--- config.mk ---
export PLATFORM = sky130hd
export DESIGN_NAME = axi_response_merge
export DESIGN_NICKNAME = d
export VERILOG_FILES = /design/src/hw/axi_pkg.sv /design/src/hw/mem_pkg.sv /design/src/hw/axi_response_merge.sv
export SDC_FILE = /design/constraint.sdc
export NUM_CORES = 1
export LEC_CHECK = 0
export CAP_MARGIN = 20
export CORE_AREA = 2 2 104 106
export DETAILED_ROUTE_END_ITERATION = 10
export DIE_AREA = 0 0 106 108
export DONT_BUFFER_PORTS = 1
export GPL_TIMING_DRIVEN = 1
export SLEW_MARGIN = 20
export SYNTH_ARGS = -nofsm -noshare
export SYNTH_HDL_FRONTEND = slang
export SYNTH_SLANG_ARGS = --single-unit
--- constraint.sdc ---
create_clock -name vclk -period 2.8
set_clock_uncertainty 0.2 [all_clocks]
set_input_delay 0 -clock vclk [all_inputs]
set_output_delay 0 -clock vclk [all_outputs]
set_load 0.01 [all_outputs]
--- src/hw/axi_pkg.sv ---
`default_nettype none

package axi_pkg;

    // transaction id width
    parameter int ID_W = 8;

    parameter int ADDR_W = 32;
    parameter int DATA_W = 32;

    // one strobe bit per data byte
    parameter int STRB_W = DATA_W / 8;

    // burst length field, 1 to 16 beats
    parameter int LEN_W = 4;

    // response codes
    parameter logic [1:0] RESP_OKAY = 2'b00;

endpackage

`default_nettype wire

--- src/hw/mem_pkg.sv ---
`default_nettype none

package mem_pkg;

    // default geometry
    parameter int NUM_BANKS_DEF  = 4;
    parameter int BANK_WORDS_DEF = 1024;

    // in-bank word index width
    function automatic int word_index_w(input int bank_words);
        return $clog2(bank_words);
    endfunction

    // bank select width of at least one bit
    function automatic int bank_sel_w(input int num_banks);
        return (num_banks > 1) ? $clog2(num_banks) : 1;
    endfunction

endpackage

`default_nettype wire

--- src/hw/axi_response_merge.sv ---
`timescale 1ns/1ns
`default_nettype none

module axi_response_merge #(
    parameter int NUM_BANKS = mem_pkg::NUM_BANKS_DEF
) (
    input  wire  [mem_pkg::bank_sel_w(NUM_BANKS)-1:0]       owner_sel,
    input  wire                                             rready,
    input  wire                                             bready,
    input  wire  [NUM_BANKS-1:0][axi_pkg::ID_W-1:0]         bank_rid,
    input  wire  [NUM_BANKS-1:0][axi_pkg::DATA_W-1:0]       bank_rdata,
    input  wire  [NUM_BANKS-1:0]                            bank_rlast,
    input  wire  [NUM_BANKS-1:0]                            bank_rvalid,
    input  wire  [NUM_BANKS-1:0][axi_pkg::ID_W-1:0]         bank_bid,
    input  wire  [NUM_BANKS-1:0]                            bank_bvalid,
    output logic [axi_pkg::ID_W-1:0]                        rid,
    output logic [axi_pkg::DATA_W-1:0]                      rdata,
    output logic [1:0]                                      rresp,
    output logic                                            rlast,
    output logic                                            rvalid,
    output logic [axi_pkg::ID_W-1:0]                        bid,
    output logic [1:0]                                      bresp,
    output logic                                            bvalid,
    output logic [NUM_BANKS-1:0]                            bank_rready,
    output logic [NUM_BANKS-1:0]                            bank_bready
);

    localparam int SEL_W = mem_pkg::bank_sel_w(NUM_BANKS);

    // owning bank drives the port
    assign rid    = bank_rid[owner_sel];
    assign rdata  = bank_rdata[owner_sel];
    assign rlast  = bank_rlast[owner_sel];
    assign rvalid = bank_rvalid[owner_sel];
    assign bid    = bank_bid[owner_sel];
    assign bvalid = bank_bvalid[owner_sel];

    // no error responses
    assign rresp = axi_pkg::RESP_OKAY;
    assign bresp = axi_pkg::RESP_OKAY;

    // ready goes back to the owner only
    always_comb begin
        for (int i = 0; i < NUM_BANKS; i++) begin
            bank_rready[i] = rready && (owner_sel == SEL_W'(i));
            bank_bready[i] = bready && (owner_sel == SEL_W'(i));
        end
    end

endmodule

`default_nettype wire

## Word-level counts from Yosys, hierarchy flattened

Index checks and enable logic that the tools add are counted.

| operators by class | value |
|---|---|
| $lt $le $gt $ge | 1 |
| equality and inequality tests | 3 |
| mux-type cells | 12 |
| reduce and logical (&&, ||, !) cells | 9 |

Operators by type and width:

| cell | count |
|---|---|
| 32-bit binary-select mux with 2-bit select | 1 |
| 8-bit binary-select mux with 2-bit select | 2 |
| 32-bit two-way mux | 1 |
| 8-bit two-way mux | 2 |
| 1-bit logical AND | 8 |
| 1-bit binary-select mux with 2-bit select | 3 |
| 2-bit equality test, second input constant | 2 |
| 2-bit by 3-bit < comparator with 1-bit output, second input constant | 1 |
| 1-bit two-way mux | 3 |
| 2-bit by 1-bit equality test with 1-bit output, second input constant | 1 |
| 2-bit zero test | 1 |

| word-level totals | value |
|---|---|
| register bits after elaboration | 0 |
| input bits | 208 |
| logic and storage cells | 25 |

## Longest topological paths before layout

Gate-level depths: netlist of the first run.

| logic depth | value |
|---|---|
| depth in word-level cells | 2 |
| depth in mapped cells | 4 |
| mapped depth without buffers | 1 |

## Worst setup path after synthesis of the first run

OpenSTA, ideal clock, no wires.

| timing | value |
|---|---|
| path type | input to output |
| start | input owner_sel[0] in the netlist's numbering |
| end | output bid[0] in the netlist's numbering |
| data arrival time | 0.898 ns |
| required time | 2.600 ns |
| path slack | 1.702 ns |
| stages on the path | 4 |
| path buffers | 3 |
| path through | buf_6 -> buf_12 -> buf_12 -> mux4_2 |

| on the way | value |
|---|---|
| longest elaborated chain between the ends | 2 |

Ends and longest elaborated chain:

| item | line | text |
|---|---|---|
| from (decl) | axi_response_merge.sv:7 | `input wire [mem_pkg::bank_sel_w(NUM_BANKS)-1:0] owner_sel,` |
| 8-bit binary-select mux with 2-bit select | axi_response_merge.sv:35 | `assign bid = bank_bid[owner_sel];` |
| 8-bit two-way mux (implied by the code) | axi_response_merge.sv:35 |  |
| to (decl) | axi_response_merge.sv:21 | `output logic [axi_pkg::ID_W-1:0] bid,` |

No other way between the ends. The select of a mux whose other input is x is not followed.

## Final worst setup path of the first run

| timing | value |
|---|---|
| start | input owner_sel[1] in the netlist's numbering |
| end | output bank_bready[0] |

| on the way | value |
|---|---|
| longest elaborated chain between the ends | 2 |

Ends and longest elaborated chain:

| item | line | text |
|---|---|---|
| 2-bit zero test | axi_response_merge.sv:46 | `bank_bready[i] = bready && (owner_sel == SEL_W'(i));` |
| 1-bit logical AND | axi_response_merge.sv:46 |  |
| to (decl) | axi_response_merge.sv:25 | `output logic [NUM_BANKS-1:0] bank_bready` |

No other way between the ends.

==> flow_summary.ini, run 1 <==
[timing]
period_minus_slack_ps = 1680
setup_slack_ps = 1120
slew_viol_final = 0
fmax_mhz = 596
tns_ps = 0
fin_crit_sh = 0.599
holdWs_ps = -3.03
grt_setup_unrepaired = no
setup_viol_count_final = 0
hold_violations = 1

[run]
cap_violations = 0

[floorplan]
core-area_mm2 = 0.0102
io_pins = 271
start_util = 0.133
rows = 37
die_w_um = 106
die_height_um = 108
die_area_mm2 = 0.0114

[routing]
drt_pass1_iterations = 4
routedWlPerCell_um = 31.0
route.detailed.drc = 0
vias_per_cell = 5.04
totalWireLength_um = 6350
dr.first_iter.drc_count = 53
vias = 1033
ant_nets = 0

[worst_setup_path]
worstPathRequired_ps = 2600
startpoint_type = input pin
cp_max_fo = 52
cp-end-kind = primary output
crit_type = in2out
worstPathArrival_ps = 1480

[place]
gp_congestion = 0.883
port-buffer-count = 0
post-place-ws_ps = 2000
placedInstanceArea_mm2 = 0.00140
place_inst = 199

[synth]
netlist.area_leader.share = 0.845
synth_cell_type_count = 10
ys_warn_count = 0
ys_seq_area_frac = 0
postSynthCellCount = 78
yosys-top-cells-area = mux4_2 85%, buf_4 4.4%, buf_12 2.9%
synth_largest_area_cell = mux4_2
avgSynthCellArea_um2 = 17.4
synth_area_mm2 = 0.00136

[layout]
drive_gt1_frac = 0.739
fin_nets = 279
nClkBuffers = 0
final_util = 0.142
nFlopsAndLatches = 0
seq_area_um2 = 0
instances_no_fill = 205
final_cell_mix = 51 x mux4_2, 6 x dlygate4sd3_1, 4 x and3b_1, 4 x conb_1
final_common_cell = mux4_2
design_area_mm2 = 0.00146
syn_to_final_growth_pct = 7.18
diodes = 0

[global_route]
grt_antenna_before_repair = 0
gr-total-overflow = 0
grt_max_degree = 56
groute.usage.overall = 0.0942
grt_pass1_vias = 1223
grt_pass1_wl_um = 8070

[worst_hold_path]
hold_path_depth = 1
holdPathEnd = bank_bready[1]
hold_path_class = in2out
min-delay-start = owner_sel[0]

[clock_tree]
post_cts_buffers = 0
post_cts_resized = 0
postCtsHoldBufs = 6

[outcome]
status = complete, but fails checks
violations = hold timing

[power_and_ir_drop]
p_leak_nw = 0.409
p_per_area_mw_per_mm2 = 152
vdd_drop_max_v = 0.0000331
critical path, stage by stage:
cell           delay, ps
dlygate4sd3_1        620
nor3b_1              220
dlygate4sd3_1        630
cell families (layout without fill, tap and decap cells):
group                  after synthesis  count (layout)  synth area share
other                                1               4           0.00276
and+or+nand+nor                      8               8            0.0460
muxes                               51              51             0.845
buffers and inverters               18               6             0.106
cells in the mapped netlist:
library cell  instances
and3_1                2
and3b_1               4
buf_12                2
buf_2                 5
buf_4                 8
buf_6                 1
clkbuf_1              2
conb_1                1
mux4_2               51
nor3b_1               2
metrics by stage:
step                power [mW]  hold slack (ps)
floorplan                0.234            -54.8
global placement         0.215             -142
detailed placement       0.212             -142
CTS                      0.224             2.75
global route             0.228             5.73
finish                   0.221            -3.03
worst max path at each step:
stage / from / cells after the start / endpoint / slack (ps)
6_report: owner_sel[1] / 3 / bank_bready[0] / 1120
5_1_grt: owner_sel[1] / 3 / bank_bready[0] / 1090
4_1_cts: owner_sel[1] / 3 / bank_bready[0] / 1150
3_5_place_dp: owner_sel[0] / 1 / rid[2] / 2000
3_3_place_gp: owner_sel[0] / 1 / rid[2] / 2000
2_1_floorplan: owner_sel[0] / 4 / bid[0] / 1700
cell type report:
type                       count  area, um^2
tap                          136         170
fill                        1128        8770
multi-input combinational     63        1230
timing repair buffer           6        60.1
layer usage:
metal	vias up	global-route usage	part of all wire
met5	-	0	0
met4	0	0	0
met3	0	0.0205	0.11
met2	148	0.195	0.57
met1	531	0.103	0.32
li1	354	-	-
power by group:
part / internal [mW] / switching (mW) / leakage (nW)
logic: 0.128 / 0.0932 / 0.409
registers: 0 / 0 / 0
clock network: 0 / 0 / 0
No activity file was read; power rests on OpenSTA's default activity.
==> inputs of run 2 (changes only) <==
- clock period: 2.8 -> 1.4 ns (I/O delays scaled with it)
==> flow_summary.ini, run 2 (synthesized netlist as in run 1, its figures left out) <==
[outcome]
status = complete, but fails checks
violations = hold timing

[worst_setup_path]
cp-end-kind = primary output
crit_path_top_delay_cell = dlygate4sd3_1
cp_cell_sequence = dlygate4sd3_1 > nor3b_1
worstPathRequired_ps = 1200
path_delay_family = buffers and inverters
crit_type = in2out
crit_path_max_incr_delay_ps = 620
worstPathArrival_ps = 1030
cp_max_fo = 52
startpoint_type = input pin
crit_buf_inv = 1

[place]
gp_congestion = 0.883
port-buffer-count = 0
place_inst = 199
post-place-ws_ps = 600

[global_route]
groute.usage.overall = 0.0934
grt_max_degree = 55
grtUsageMet2 = 0.189
grt_pass1_vias = 1217
grt_busiest_layer = met2
grt_pass1_wl_um = 8020
met1_usage = 0.102
use_met3 = 0.0223
grt_antenna_before_repair = 1
gr-total-overflow = 0

[routing]
route.detailed.drc = 0
ant_nets = 0
drt_pass1_iterations = 4
routedWlPerCell_um = 31.0
dr.first_iter.drc_count = 52
vias_per_cell = 5.04
vias = 1028
totalWireLength_um = 6320

[timing]
grt_setup_unrepaired = no
setup_viol_count_final = 0
tns_ps = 0
slew_viol_final = 0
holdWs_ps = -0.405
fin_crit_sh = 0.877
fmax_mhz = 815
period_minus_slack_ps = 1230
hold_violations = 1
setup_slack_ps = 173

[layout]
seq_area_um2 = 0
fin_nets = 277
nFlopsAndLatches = 0
instances_no_fill = 204
final_common_cell = mux4_2
nClkBuffers = 0
multi_input_area_mm2 = 0.00123
final_cell_mix = 51 x mux4_2, 4 x and3b_1, 4 x conb_1, 4 x dlygate4sd3_1
syn_to_final_growth_pct = 5.89
n_fill_cell = 1131
drive_gt1_frac = 0.761

[run]
cap_violations = 0

[power_and_ir_drop]
p_int_mw = 0.252
p_switching_mw = 0.187
total_power_mw = 0.440
switching_share = 0.426
p_per_area_mw_per_mm2 = 306
p_comb_frac = 1.000
power_frac_seq = 0
p_leak_nw = 0.397
vdd_drop_max_v = 0.0000669
power.share.clock = 0

[floorplan]
start_util = 0.133
die_w_um = 106
core-area_mm2 = 0.0102
die_height_um = 108
rows = 37
die_area_mm2 = 0.0114
io_pins = 271

[clock_tree]
postCtsHoldBufs = 4
post_cts_buffers = 0
post_cts_resized = 0

[worst_hold_path]
hold_path_depth = 1
holdPathEnd = bank_rready[1]
min-delay-start = owner_sel[0]
hold_path_class = in2out
run 2: power by group through the flow:
stage          registers [mW]  logic, mW  clock network (mW)
5_1_grt                     0      0.455        0.0000000954
3_5_place_dp                0      0.425                   0
4_1_cts                     0      0.446                   0
6_report                    0      0.440        0.0000000955
3_3_place_gp                0      0.430                   0
2_1_floorplan               0      0.468                   0
run 2: layer usage:
layer,wire length (um),up-vias
met5,0,-
met4,53,0
met3,724,2
met2,3510,149
met1,2020,525
li1,-,352
run 2: layout make-up:
type	instances	share of cell area
timing repair buffer	4	0.0278
antenna	1	0.00174
tap	136	0.118
multi-input combinational	63	0.852
run 2: worst max path at each step:
stage                             from              to  slack [ps]  cells after the start
final                     owner_sel[1]  bank_bready[0]         170                      2
after global routing      owner_sel[1]  bank_bready[0]         150                      2
after CTS                 owner_sel[0]  bank_bready[0]         180                      2
after detailed placement  owner_sel[0]          rid[2]         600                      1
after global placement    owner_sel[0]          rid[2]         600                      1
after floorplan           owner_sel[0]          bid[0]         300                      4
run 2: stage by stage:
step	cell area (um^2)	utilization
after floorplan	1370	-
after global placement	1400	0.136
after detailed placement	1400	0.136
after CTS	1440	0.140
after global routing	1440	0.141
final	1440	0.141
==> inputs of run 3 (changes only) <==
--- a/config.mk
+++ b/config.mk
@@ -11,5 +11,5 @@
 export DIE_AREA = 0 0 106 108
 export DONT_BUFFER_PORTS = 1
-export GPL_TIMING_DRIVEN = 1
+export GPL_TIMING_DRIVEN = 0
 export SLEW_MARGIN = 20
 export SYNTH_ARGS = -nofsm -noshare
==> constraint.sdc (replaced) <==
create_clock -name vclk -period 1.4
set_clock_uncertainty 0.2 [all_clocks]
set_input_delay 0.21 -clock vclk [all_inputs]
set_output_delay 0.21 -clock vclk [all_outputs]
set_load 0.01 [all_outputs]
==> flow_summary.ini, run 3 (synthesized netlist as in run 1, its figures left out) <==
[outcome]
status = complete, but fails checks
violations = setup timing

[layout]
nClkBuffers = 0
instances_no_fill = 223
fin_nets = 296
nFlopsAndLatches = 0
syn_to_final_growth_pct = 25.1
final_cell_mix = 51 x mux4_2, 6 x buf_12, 6 x buf_4
design_area_mm2 = 0.00170
seq_area_um2 = 0
drive_gt1_frac = 0.872
final_common_cell = mux4_2

[global_route]
grt_antenna_before_repair = 2
grtUsageMet2 = 0.218
groute.usage.overall = 0.105
gr-total-overflow = 0
grt_busiest_layer = met2
grt_max_degree = 11
grt_pass1_wl_um = 8780
met1_usage = 0.109
use_met3 = 0.0319
grt_pass1_vias = 1291

[power_and_ir_drop]
p_leak_nw = 0.541
switching_share = 0.462
power.share.clock = 0
p_switching_mw = 0.277
p_comb_frac = 1.000
vdd_drop_max_v = 0.0000894
total_power_mw = 0.599
power_frac_seq = 0
p_int_mw = 0.322
p_per_area_mw_per_mm2 = 352

[place]
place_inst = 217
port-buffer-count = 0
gp_congestion = 0.852
hpwl_um = 6210
placedInstanceArea_mm2 = 0.00154

[worst_hold_path]
hold_path_class = in2out
min-delay-start = bready

[timing]
grt_setup_unrepaired = yes
setup_slack_ps = -138
fin_crit_sh = 1.10
period_minus_slack_ps = 1540
setup_viol_count_final = 51
slew_viol_final = 0
tns_ps = -5130
hold_violations = 0
fmax_mhz = 650

[routing]
route.detailed.drc = 0
totalWireLength_um = 6940
dr.first_iter.drc_count = 61
vias = 1094
ant_nets = 0
vias_per_cell = 4.91
drt_pass1_iterations = 3
routedWlPerCell_um = 31.1

[worst_setup_path]
crit_top_cell = buf_12
crit_path_top_delay_cell = mux4_2
worstPathRequired_ps = 990
crit_buf_inv = 3
startpoint_type = input pin
cp-end-kind = primary output
crit_path_max_incr_delay_ps = 570
worstPathArrival_ps = 1130
cp_max_fo = 5
cp_cell_sequence = buf_12 > buf_12 > buf_12 > mux4_2
startpoint = owner_sel[0]
path_delay_family = multiplexers
crit_type = in2out

[floorplan]
die_height_um = 108
start_util = 0.133
die_area_mm2 = 0.0114
io_pins = 271
rows = 37
die_w_um = 106
core-area_mm2 = 0.0102

[run]
cap_violations = 0
==> run 3: cell count changes in the layout (fill, tap and decap cells not counted), sizes merged <==
cell,delta
clkbuf,+2
dlygate4sd3,-4
buf,+21
==> run 3: cell type report <==
class	instances	area [um^2]
fill	1107	8530
antenna	1	2.50
multi-input combinational	63	1230
tap	136	170
buffer	18	194
timing repair buffer	5	103
==> run 3: timing repair <==
item | 4_1_cts | 5_1_grt
hold buffers | 0 | 0
cloned | 2 | 0
setup buffers | 3 | 0
resized for setup | 15 | 2
hold endpoints to repair | 0 | 0
setup endpoints to repair | 59 | 52
==> run 3: per-layer routing <==
layer | vias up | wire, um
met5 | - | 16
met4 | 2 | 14
met3 | 4 | 781
met2 | 156 | 3970
met1 | 540 | 2160
li1 | 392 | -
==> run 3: power groups by stage <==
stage | clock [mW] | sequential [mW] | combinational [mW]
2_1_floorplan | 0 | 0 | 0.469
3_3_place_gp | 0 | 0 | 0.555
3_5_place_dp | 0 | 0 | 0.553
4_1_cts | 0 | 0 | 0.610
5_1_grt | 0 | 0 | 0.632
6_report | 0.0000000966 | 0 | 0.599
==> run 3: through the flow <==
stage	hold slack, ps	setup slack, ps	util
final	369	-138	0.166
after global routing	370	-168	0.166
after CTS	370	-157	0.165
after detailed placement	370	-497	0.151
after global placement	371	-524	0.151
after floorplan	365	-110	-
==> run 3: final timing paths <==
| check | cells after the start | slack (ps) | end |
|---|---|---|---|
| setup / recovery | 4 | -140 | rdata[30] |
| hold / removal | 1 | 370 | bank_bready[0] |
