===== config.mk =====
export PLATFORM = sky130hd
export DESIGN_NAME = axi_slave_router
export DESIGN_NICKNAME = d
export VERILOG_FILES = /design/src/hw/axi_pkg.sv /design/src/hw/mem_pkg.sv /design/src/hw/axi_slave_router.sv
export SDC_FILE = /design/constraint.sdc
export NUM_CORES = 1
export LEC_CHECK = 0
export ABC_AREA = 1
export BUFFER_PORTS_ARGS = -buffer_cell sky130_fd_sc_hd__buf_2
export CAP_MARGIN = 10
export CORE_MARGIN = 1.5
export CORE_UTILIZATION = 25
export CTS_CLUSTER_DIAMETER = 60
export CTS_CLUSTER_SIZE = 8
export DETAILED_ROUTE_END_ITERATION = 7
export PLACE_DENSITY = 0.84
export SYNTH_ARGS = -nofsm -noshare
export SYNTH_HDL_FRONTEND = slang
export SYNTH_SLANG_ARGS = --single-unit

===== constraint.sdc =====
create_clock -name ACLK -period 2.9 [get_ports ACLK]
set_input_delay 0.435 -clock ACLK [delete_from_list [all_inputs] [get_ports ACLK]]
set_output_delay 0.435 -clock ACLK [all_outputs]
set_load 0.02 [all_outputs]

===== src/hw/axi_pkg.sv =====
`default_nettype none

package axi_pkg;

    // transaction id width
    parameter int ID_W = 8;

    parameter int ADDR_W = 32;
    parameter int DATA_W = 32;

    // one strobe bit per data byte
    parameter int STRB_W = DATA_W / 8;

    // burst length field, 1 to 16 beats
    parameter int LEN_W = 4;

    // response codes
    parameter logic [1:0] RESP_OKAY = 2'b00;

endpackage

`default_nettype wire


===== src/hw/mem_pkg.sv =====
`default_nettype none

package mem_pkg;

    // default geometry
    parameter int NUM_BANKS_DEF  = 4;
    parameter int BANK_WORDS_DEF = 1024;

    // in-bank word index width
    function automatic int word_index_w(input int bank_words);
        return $clog2(bank_words);
    endfunction

    // bank select width of at least one bit
    function automatic int bank_sel_w(input int num_banks);
        return (num_banks > 1) ? $clog2(num_banks) : 1;
    endfunction

endpackage

`default_nettype wire


===== src/hw/axi_slave_router.sv =====
`timescale 1ns/1ns
`default_nettype none

module axi_slave_router #(
    parameter int NUM_BANKS  = mem_pkg::NUM_BANKS_DEF,
    parameter int BANK_WORDS = mem_pkg::BANK_WORDS_DEF
) (
    input  wire                                         ACLK,
    input  wire                                         ARESETn,
    input  wire  [axi_pkg::ADDR_W-1:0]                  awaddr,
    input  wire                                         awvalid,
    output logic                                        awready,
    input  wire  [axi_pkg::ADDR_W-1:0]                  araddr,
    input  wire                                         arvalid,
    output logic                                        arready,
    input  wire                                         wvalid,
    output logic                                        wready,
    input  wire                                         rvalid,
    input  wire                                         rready,
    input  wire                                         rlast,
    input  wire                                         bvalid,
    input  wire                                         bready,
    output logic [NUM_BANKS-1:0]                        bank_awvalid,
    input  wire  [NUM_BANKS-1:0]                        bank_awready,
    output logic [NUM_BANKS-1:0]                        bank_arvalid,
    input  wire  [NUM_BANKS-1:0]                        bank_arready,
    output logic [NUM_BANKS-1:0]                        bank_wvalid,
    input  wire  [NUM_BANKS-1:0]                        bank_wready,
    output logic [mem_pkg::bank_sel_w(NUM_BANKS)-1:0]   owner_sel
);

    localparam int SEL_W   = mem_pkg::bank_sel_w(NUM_BANKS);
    localparam int BANK_LO = $clog2(axi_pkg::STRB_W) + mem_pkg::word_index_w(BANK_WORDS);

    typedef enum logic [1:0] {
        s_idle,
        s_read,
        s_write
    } state_t;

    state_t             state;
    logic [SEL_W-1:0]   aw_bank;
    logic [SEL_W-1:0]   ar_bank;
    logic               aw_hs;
    logic               ar_hs;

    // bank index sits just above the in-bank word index
    assign aw_bank = awaddr[BANK_LO +: SEL_W];
    assign ar_bank = araddr[BANK_LO +: SEL_W];

    // write address wins a tie with read address
    assign awready = (state == s_idle) && bank_awready[aw_bank];
    assign arready = (state == s_idle) && !awvalid && bank_arready[ar_bank];
    assign wready  = (state == s_write) && bank_wready[owner_sel];

    assign aw_hs = awvalid && awready;
    assign ar_hs = arvalid && arready;

    // only the addressed or owning bank sees a valid
    always_comb begin
        bank_awvalid = '0;
        bank_arvalid = '0;
        bank_wvalid  = '0;
        if (state == s_idle) begin
            bank_awvalid[aw_bank] = awvalid;
            bank_arvalid[ar_bank] = arvalid && !awvalid;
        end
        if (state == s_write) begin
            bank_wvalid[owner_sel] = wvalid;
        end
    end

    always_ff @(posedge ACLK or negedge ARESETn) begin
        if (!ARESETn) begin
            state     <= s_idle;
            owner_sel <= '0;
        end else begin
            case (state)
                s_idle: begin
                    if (aw_hs) begin
                        state     <= s_write;
                        owner_sel <= aw_bank;
                    end else if (ar_hs) begin
                        state     <= s_read;
                        owner_sel <= ar_bank;
                    end
                end
                // free on the final beat seen at the port
                s_read: begin
                    if (rvalid && rready && rlast) begin
                        state <= s_idle;
                    end
                end
                s_write: begin
                    if (bvalid && bready) begin
                        state <= s_idle;
                    end
                end
                default: state <= s_idle;
            endcase
        end
    end

endmodule

`default_nettype wire


==> After elaboration in Yosys (flattened, before gate mapping) <==
Cells that the tools add are included.
{ "word_totals": {"register_bits": 4, "out_inout_bits": 17} }
{ "classes": {"order_cmp": 6, "n_eq_ne": 5, "n_bitwise": 3, "muxes": 22, "n_reduce_logical": 18} }
{ "op_table": {"columns": ["operator", "n"], "rows": [
  ["$logic_and 1x1->1", 13],
  ["$and 4x4->4", 3],
  ["$mux 2", 6],
  ["$mux 4", 3],
  ["$lt 2x3->1 const B", 3],
  ["$bmux 1 s2", 3],
  ["$demux 1 s2", 3],
  ["$ge 2x1->1 const B", 3],
  ["$mux 1", 6],
  ["$pmux 2 s3", 1],
  ["$ne 3x3->1 const B", 1],
  ["$reduce_and 3->1", 1],
  ["$eq 2x1->1 const B", 1],
  ["$eq 2x2->1 const B", 1],
  ["$logic_not 2->1", 1],
  ["$ne 2x1->1 const B", 1],
  ["$ne 2x2->1 const B", 1],
  ["$reduce_and 2->1", 1],
  ["$reduce_bool 2->1", 1],
  ["$logic_not 1->1", 1]
]} }

==> Longest topological paths before layout <==
Gate-level depths: netlist of run 1.
{ "logic_depth": {"word_depth": 7, "depth_mapped": 9} }

==> Least setup slack after synthesis of run 1 <==
No wires, ideal clock.
{ "synth_path": {"path_type": "input to output", "from": "input port awvalid", "to": "output port bank_arvalid[0]", "path_stages": 5, "n_path_buf": 0, "slack_ns": 1.236, "arrival_ns": 1.229, "t_required_ns": 2.465, "path_cell_list": "inv_2 -> nand2_1 -> nor2_4 -> inv_2 -> nor3_1"} }
{ "synth_via": {"elab_chain_len": 4} }
{ "synth_rtl": {"columns": ["item", "line_no", "rtl"], "rows": [
  ["start: declaration", "axi_slave_router.sv:11", "input wire awvalid,"],
  ["$logic_not 1->1", "axi_slave_router.sv:66", "bank_arvalid[ar_bank] = arvalid && !awvalid;"],
  ["$logic_and 1x1->1", "axi_slave_router.sv:66", null],
  ["$and 4x4->4 (no source line)", null, null],
  ["$mux 4", "axi_slave_router.sv:64", "if (state == s_idle) begin"],
  ["end: declaration", "axi_slave_router.sv:25", "output logic [NUM_BANKS-1:0] bank_arvalid,"]
]} }
Every way passes these cells.

==> Final worst setup path of run 1 <==
{ "layout_path": {"from": "register owner_sel[0] in the netlist's numbering", "to": "output port wready"} }
{ "layout_via": {"elab_chain_len": 3} }
{ "layout_rtl": {"columns": ["item", "line_no", "rtl"], "rows": [
  ["start: declaration", "axi_slave_router.sv:29", "output logic [mem_pkg::bank_sel_w(NUM_BANKS)-1:0] owner_sel"],
  ["start signal: assignment", "axi_slave_router.sv:82", "owner_sel <= aw_bank;"],
  ["start signal: assignment", "axi_slave_router.sv:85", "owner_sel <= ar_bank;"],
  ["$bmux 1 s2", "axi_slave_router.sv:54", "assign wready = (state == s_write) && bank_wready[owner_sel];"],
  ["$mux 1 (implied by the code)", "axi_slave_router.sv:54", null],
  ["$logic_and 1x1->1", "axi_slave_router.sv:54", null],
  ["end: declaration", "axi_slave_router.sv:17", "output logic wready,"]
]} }
Every way passes these cells. The select of a mux whose other input is x is not followed.

==> results of run 1 <==
-- area by class of cell --
type                            instances  area share (%)
Multi-Input combinational cell         61            43.7
Timing Repair Buffer                   43            29.0
Sequential cell                         4            13.2
Tap cell                               25            4.13
Clock buffer                            3            2.97
Inverter                               14            6.93
-- final timing paths --
| path | start | end | slack [ps] |
|---|---|---|---|
| min in group asynchronous | ARESETn | owner_sel[1] | 550 |
| worst max register to register | state[0] | owner_sel[1] | 1810 |
| worst min-delay path | state[1] | state[0] | 480 |
| max in group asynchronous | ARESETn | state[1] | 2230 |
| worst min register to register | state[1] | state[0] | 480 |
| worst max-delay path | owner_sel[0] | wready | 1120 |
-- registers in the layout, indices dropped and copies added (netlist names) --
name / cells
owner_sel: 2
state: 2
-- cells by family (layout without fill, tap and decap cells) --
kind of cell	count (synthesis)	in the layout	share of synthesized area, %
flops	4	4	20.7
compound gates	3	3	4.39
simple gates	58	58	64.1
buf+inv	14	60	10.9
-- worst register-to-register path: cells and delay by family (launching register included) --
| family | cells | cell delay [ps] |
|---|---|---|
| simple gates | 5 | 490 |
| flops | 1 | 380 |
| buf+inv | 3 | 130 |
-- cell usage in the layout, fill, tap and decap left out, drive strengths merged, types with 3 or more instances in the layout --
cell	count
buf	42
nand2	30
inv	14
nor3	12
nand3	9
nor2	5
dfrtp	4
clkbuf	3
-- power breakdown --
group	total [mW]	switching, mW	internal, mW
sequential	0.112	0.0311	0.0813
clock	0.0669	0.0208	0.0461
combinational	0.291	0.194	0.0967
-- routing by layer --
layer	global-route usage [%]	routed length (um)	share of wire, %	vias up
met4	6.67	0	0	0
met1	14.8	584	44	282
met5	0	0	0	-
li1	-	-	-	349
met2	24.9	584	44	41
met3	3.46	163	12	0
-- per-stage QoR --
stage | cell area [um2] | hold slack [ps] | utilization, %
floorplan | 484 | 139 | -
global placement | 726 | 242 | 41.1
detailed placement | 726 | 244 | 41.1
CTS | 758 | 482 | 43.0
global route | 758 | 488 | 43.0
finish | 758 | 475 | 43.0
==> impl_results.md, run 1 <==
- Layout cells sized above 1: 57.6%
- Peak supply drop: between 0.2 and 0.3 mV
- Area of the core: 0.00176 mm2
- Pre-CTS WS: 1220 ps
- DRC Markers: 0
- Crit-path cells: inv_1 -> nand3_1 -> a41oi_1 -> buf_2
- Crit path max fanout: 7
- Power per standard cell area: roughly 620 mW/mm2
- First-pass DRT Iterations: 4
- Number of global-route vias before repair: 590
- Setup TNS: 0 ps
- Number of nets at the end of the flow: ~210
- Antenna violations before repair: 0
- Commonest cells post-synth: nand2_1, nand2_2, nor3_1
- Number of synthesized flops with an enable pin: 0
- Post-synth top area cell: dfrtp_1
- Total gr overflow: 0
- Post CTS Setup Buffer Count: 0
- Slew @ Worst Pin: 232 ps
- Synth top area cells: dfrtp_1, nand2_2, nor3_1, nand2_1, nand3_1
- Mean area per synthesized cell: 6.13 um2
- Die width: 47.0 um
- Mapped Cells: about 80
- Ant. Diodes: 0
- Area Growth Syn to Fin: 56.6%
- H-tree levels: 1
- Critical Path End Type: output port
- Critical path class: reg -> out
- Worst Reg-to-Reg Cells: 8
- Via density: 4.48
- CP required: around 2500 ps
- Ys flop type: dfrtp_1
- Die Height: 47.0 um
- Crit path max-delay family: flip-flops
- Status: complete, no violations
- Total CTS buffers: 3
- Total of max-cap violations: 0
- Hpwl dp: 1150 um
- PortBufs: 42
- Clock Sinks: 4
- 1st-iter DRT viols: 11
- Initial core utilization: 27.4%
- Routed len/inst: 8.87 um
- RSZ-0062 raised after global routing: no
- Final std cells w/o fill: 150
- Total power draw: 0.470 mW
- Max incr delay on CP: 450 ps
- Clock insertion delay at the later pin of the skew report: between 200 and 250 ps
- Clk slew on worst S/H paths: around 40 ps
- Post-CTS Resized: 0
- Slowest cell on crit path: dfrtp_1
- CTS Hold Bufs: 1
- Overall routed net length: about 1300 um
- CTS tree: done
- FMAX: 0.561 GHz
- Total track usage: 13.8%
- Yosys top cell area share: 20.7%
- Filler cells: 210
- Antenna-violating nets left: 0
- Synthesized flop and latch total: 4
- Area of the die: roughly 0.0022 mm2
- Max-slew violations: 0
- Multi-input logic area: roughly 330 um2
- GP Congestion: 0.695
- Critical path arrival: 1350 ps
- Final setup vio count: 0
- Buf/Inv on CP: 2
- Sequential Area: ~100 um2
- LEAKAGE: 0.450 nW
- Crit path depth: 4
- Final hold violations: 0
- Worst hold path type: reg -> reg
- Unique masters post-synth: 15
- Pin count of the biggest net entering global routing: 8
- Sequential area share after synthesis: 20.7%
- Period minus WS final: approximately 1800 ps
- Syn Nets: 165
- Synthesized area: 484 um2
- Clk root buf: clkbuf_4
- # rows: 15
- Worst setup SP type: flip-flop
- Longest Clk Path Bufs: 2
- Global-route wire length before repair: about 2200 um
- DR vias: ~670
- # IOs: roughly 100
- Clk_skew: 2.94 ps
- Rel. slew slack: 84.5%
- Hold path depth: 1
- Cells after DPL: about 150
- Async set-or-reset flop fraction in the synthesized netlist: 100%
- Final worst slack: 1120 ps
- Fin crit share: 61.4%
- Synthesis Warnings: 0
(Power assumes the default switching activity.)
==> run 2, diff against run 1 <==
--- a/config.mk
+++ b/config.mk
@@ -9,11 +9,11 @@
 export BUFFER_PORTS_ARGS = -buffer_cell sky130_fd_sc_hd__buf_2
 export CAP_MARGIN = 10
 export CORE_MARGIN = 1.5
-export CORE_UTILIZATION = 25
+export CORE_UTILIZATION = 23
 export CTS_CLUSTER_DIAMETER = 60
 export CTS_CLUSTER_SIZE = 8
 export DETAILED_ROUTE_END_ITERATION = 7
-export PLACE_DENSITY = 0.84
+export PLACE_DENSITY = 0.78
 export SYNTH_ARGS = -nofsm -noshare
 export SYNTH_HDL_FRONTEND = slang
 export SYNTH_SLANG_ARGS = --single-unit
==> constraint.sdc (replaced) <==
create_clock -name ACLK -period 1.81 [get_ports ACLK]
set_input_delay 0.2715 -clock ACLK [delete_from_list [all_inputs] [get_ports ACLK]]
set_output_delay 0.2715 -clock ACLK [all_outputs]
set_load 0.02 [all_outputs]
==> run 2 against run 1 <==
Sequential share of layout area hardly changed. Final cell count is 1.3% higher. Die area is 8.1% higher. Count of clock-buffer cells in the layout stayed put. Via count is 1.5% higher. Highest routed layer is now met4. Critical path depth is 2 higher.
==> impl_results.md, run 2 (synthesis gave the netlist of run 1 again) <==
- Status: complete, no violations
- Final std cells w/o fill: between 150 and 200
- CP required: 1540 ps
- Die width: 48.9 um
- Slowest cell on crit path: dfrtp_1
- Number of nets at the end of the flow: 213
- Crit path max fanout: 4
- Via density: around 4.5
- Clk slew on worst S/H paths: 40 ps
- Clock Sinks: 4
- 1st-iter DRT viols: 14
- Initial core utilization: 24.4%
- FMAX: 0.609 GHz
- Pin count of the biggest net entering global routing: 8
- Most common cell after layout, fill and taps aside: buf_2
- Global-route wire length before repair: between 2000 and 2500 um
- Slew @ Worst Pin: about 220 ps
- Largest regs: owner_sel: 2 flops, state: 2 flops
- Cells after DPL: 148
- Area Growth Syn to Fin: 57.1%
- Critical path arrival: 1370 ps
- Rel. slew slack: 85.2%
- Longest Clk Path Bufs: 2
- Top Layer Used: met4
- Filler cells: 218
- Crit-path cells: inv_2 -> nand2_2 -> nor2_4 -> inv_2 -> nor3_1 -> buf_2
- Antenna-violating nets left: 0
- # IOs: 103
- GP Congestion: 0.837
- DR vias: 682
- Clk_skew: 4.18 ps
- Number of global-route vias before repair: between 600 and 700
- Period minus WS final: ~1600 ps
- Fin crit share: 90.8%
- Max-slew violations: 0
- Worst hold path type: in -> reg
- Max incr delay on CP: 380 ps
- Critical path class: reg -> out
- Hpwl dp: 1280 um
- Clock insertion delay at the later pin of the skew report: 240 ps
- # rows: 16
- Total of max-cap violations: 0
- Total track usage: 13.0%
- Total gr overflow: 0
- First-pass DRT Iterations: 4
- Final worst slack: 167 ps
- Total CTS buffers: 3
- Routed len/inst: 9.97 um
- Critical Path End Type: output port
- Wire length on met2: about 720 um
- Post CTS Setup Buffer Count: 0
- Multi-input logic area: 332 um2
- Clk root buf: clkbuf_4
- Setup TNS: 0 ps
- Die Height: 48.9 um
- Cell mode on critical path: inv_2
- Peak supply drop: roughly 0.33 mV
- Overall routed net length: 1520 um
- Final setup vio count: 0
- Final hold violations: 0
- LEAKAGE: 0.450 nW
- RSZ-0062 raised after global routing: no
- Pre-CTS WS: 432 ps
- Area of the core: 0.00198 mm2
- Power per standard cell area: 1000 mW/mm2
- Sequential Area: 100 um2
- WL met3: 127 um
- Layout cells sized above 1: 57.6%
- Commonest cells after routing, fill and taps aside: buf_2, nand2_2, nand2_1
- Worst setup SP type: flip-flop
- H-tree levels: 1
- Antenna violations before repair: 0
- DRC Markers: 0
- CTS tree: done
- Total power draw: approximately 0.76 mW
- Ant. Diodes: 0
- PortBufs: 42
- Min Hold Slack: 308 ps
- Area of the die: 0.00239 mm2
- Met1 WL: roughly 650 um
==> run 2: metal layers <==
metal	vias to the layer above	global-route usage [%]
li1	348	-
met1	291	13.2
met2	41	23.7
met3	2	3.68
met4	0	7.62
met5	-	0
==> run 2: final cells by class <==
class                      count  share of cell area [%]
timing repair buffer          43                    28.9
inverter                      14                    6.91
sequential                     4                    13.2
multi-input combinational     61                    43.6
clock buffer                   3                    2.96
tap                           27                    4.44
==> run 2: report_power, final <==
group          internal, mW  total, mW  switching (mW)
sequential            0.130      0.181          0.0504
clock                0.0742      0.112          0.0374
combinational         0.155      0.468           0.313
total                 0.359      0.761           0.401
==> run 2: worst paths after layout <==
kind / slack [ps] / from / depth (start not counted) / endpoint
min: 310 / bready / 4 / state[1]
min reg2reg: 470 / state[1] / 1 / state[0]
max in group asynchronous: 1300 / ARESETn / 2 / owner_sel[1]
min in group asynchronous: 380 / ARESETn / 2 / state[1]
max reg2reg: 690 / state[0] / 8 / owner_sel[1]
max: 170 / state[0] / 6 / bank_awvalid[0]
==> run 2: metrics by stage <==
| stage | utilization (%) | instance area [um2] |
|---|---|---|
| 2_1_floorplan | - | 484 |
| 3_3_place_gp | 36.7 | 728 |
| 3_5_place_dp | 36.7 | 728 |
| 4_1_cts | 38.4 | 761 |
| 5_1_grt | 38.4 | 761 |
| 6_report | 38.4 | 761 |
==> run 2: what timing repair did <==
action                                 CTS  global route
hold buffers                             1             0
resized for setup                        0             0
endpoints found under the hold margin    4             0
==> run 2: critical path, delay by kind of cell (launching register included) <==
kind / cells / cell delay [ps]
DFF: 1 / 380
and+or+nand+nor: 3 / 420
buffers and inverters: 3 / 330
==> run 3, diff against run 2 <==
--- a/config.mk
+++ b/config.mk
@@ -13,7 +13,9 @@
 export CTS_CLUSTER_DIAMETER = 60
 export CTS_CLUSTER_SIZE = 8
 export DETAILED_ROUTE_END_ITERATION = 7
+export MAX_ROUTING_LAYER = met4
 export PLACE_DENSITY = 0.78
+export RECOVER_POWER = 25
 export SYNTH_ARGS = -nofsm -noshare
 export SYNTH_HDL_FRONTEND = slang
 export SYNTH_SLANG_ARGS = --single-unit
==> run 3 against run 2 <==
Clock skew hardly changed. Hold slack lost 2.6 ps. Setup slack improved by 4.2 ps. Count of clock-buffer cells in the layout unchanged. Via count down 0.73%. Sequential share of layout area is essentially flat. Highest routed layer unchanged.
==> impl_results.md, run 3 (synthesis gave the netlist of run 1 again) <==
- Crit path max-delay family: simple AND/OR/NAND/NOR gates
- Area of the die: approximately 0.0024 mm2
- Via density: about 4.5
- FMAX: 0.610 GHz
- Final hold violations: 0
- Max-slew violations: 0
- CTS tree: done
- Slew @ Worst Pin: 222 ps
- Pre-CTS WS: 432 ps
- 1st-iter DRT viols: 13
- Routed len/inst: 9.92 um
- Largest regs: owner_sel: 2 flops, state: 2 flops
- Final std cells w/o fill: 152
- DRC Markers: 0
- Peak supply drop: ~0.33 mV
- Dpl cell area: 728 um2
- Clk slew on worst S/H paths: 40 ps
- Setup TNS: 0 ps
- CP required: roughly 1500 ps
- H-tree levels: 1
- Antenna violations before repair: 0
- Cell mode on critical path: inv_2
- Final worst slack: 171 ps
- Worst setup SP type: flip-flop
- Total of max-cap violations: 0
- Crit path max fanout: 4
- # IOs: 103
- Status: complete, no violations
- Clk_skew: between 4 and 5 ps
- Antenna-violating nets left: 0
- Slowest cell on crit path: dfrtp_1
- Critical path arrival: 1370 ps
- Rel. slew slack: 85.2%
- First-pass DRT Iterations: 4
- Clk root buf: clkbuf_4
- Die Height: just under 50 um
- Period minus WS final: 1640 ps
- Commonest cells after routing, fill and taps aside: buf_2, nand2_2, nand2_1
- Final setup vio count: 0
- Global-route wire length before repair: 2450 um
- Cells after DPL: approximately 150
- Initial core utilization: 24.4%
- # rows: 16
- Number of global-route vias before repair: between 600 and 700
- DR vias: 677
- Clock Sinks: 4
- PortBufs: 42
- Buf/Inv on CP: 3
- Total gr overflow: 0
- Die width: 48.9 um
- Clock insertion delay at the later pin of the skew report: 240 ps
- RSZ-0062 raised after global routing: no
- Layout cells sized above 1: 56.8%
- Number of nets at the end of the flow: 213
- Total track usage: a little over an eighth
- Total CTS buffers: 3
- Critical Path End Type: output port
- Hpwl dp: 1280 um
- Max incr delay on CP: 380 ps
- Overall routed net length: 1510 um
- Longest Clk Path Bufs: 2
- Area of the core: 0.00198 mm2
- Final Instance Area: about 760 um2
- Area Growth Syn to Fin: 56.8%
- Pin count of the biggest net entering global routing: 8
- Worst hold path type: in -> reg
- Power per standard cell area: 1000 mW/mm2
- Most common cell after layout, fill and taps aside: buf_2
- GP Congestion: 0.849
- LEAKAGE: ~0.45 nW
- Critical path class: reg -> out
- Fin crit share: 90.5%
- Crit-path cells: inv_2 -> nand2_2 -> nor2_4 -> inv_2 -> nor3_1 -> buf_2
- Ant. Diodes: 0
## run 3: cell count changes in the layout (fill, tap and decap cells not counted), sizes merged
cell and delta:
buf -1, clkbuf +1
## run 3: worst min-delay path, delay by kind of cell
family,cells,cell delay (ps)
AND/OR/NAND/NOR,3,160
buffers and inverters,1,70
## run 3: path summary, 6_finish.rpt
path | start | endpoint | slack, ps | depth (start not counted)
worst min-delay path | bready | state[1] | 310 | 4
worst max-delay path | state[0] | bank_awvalid[0] | 170 | 6
max in group asynchronous | ARESETn | owner_sel[1] | 1220 | 2
min in group asynchronous | ARESETn | state[1] | 410 | 2
worst max register to register | state[0] | owner_sel[1] | 700 | 8
worst min register to register | state[1] | state[0] | 470 | 1
## run 3: layer usage
layer	routed length [um]	track usage, %	vias to the layer above	share of wire, %
li1	-	-	348	-
met1	651	13.3	288	43
met2	717	23.7	39	48
met3	120	3.37	2	8.0
met4	20	7.62	0	1.3
met5	0	-	-	0
## run 3: where the power goes
part | internal, mW | total (mW) | switching (mW)
logic | 0.155 | 0.468 | 0.313
clock network | 0.0742 | 0.111 | 0.0371
registers | 0.130 | 0.180 | 0.0502
total | 0.359 | 0.760 | 0.401
## run 3: area by class of cell
type / count / area [um2]
Fill cell: 219 / 1220
Multi-Input combinational cell: 61 / 332
Timing Repair Buffer: 43 / 219
Sequential cell: 4 / 100
Inverter: 14 / 52.6
Tap cell: 27 / 33.8
Clock buffer: 3 / 22.5
## run 3: metrics by stage
stage	util (%)	power (mW)	hold WS, ps
detailed placement	36.7	0.649	82.5
floorplan	-	0.503	-24.1
finish	38.3	0.760	306
global route	38.3	0.830	335
CTS	38.4	0.770	301
global placement	36.7	0.630	77.6
## run 3: repair_timing
item | in CTS | in global routing
hold endpoints to repair | 4 | 0
buffers inserted | 0 | 0
hold buffers | 1 | 0
endpoints found under the setup margin | 0 | 0
gates resized for setup | 0 | 0
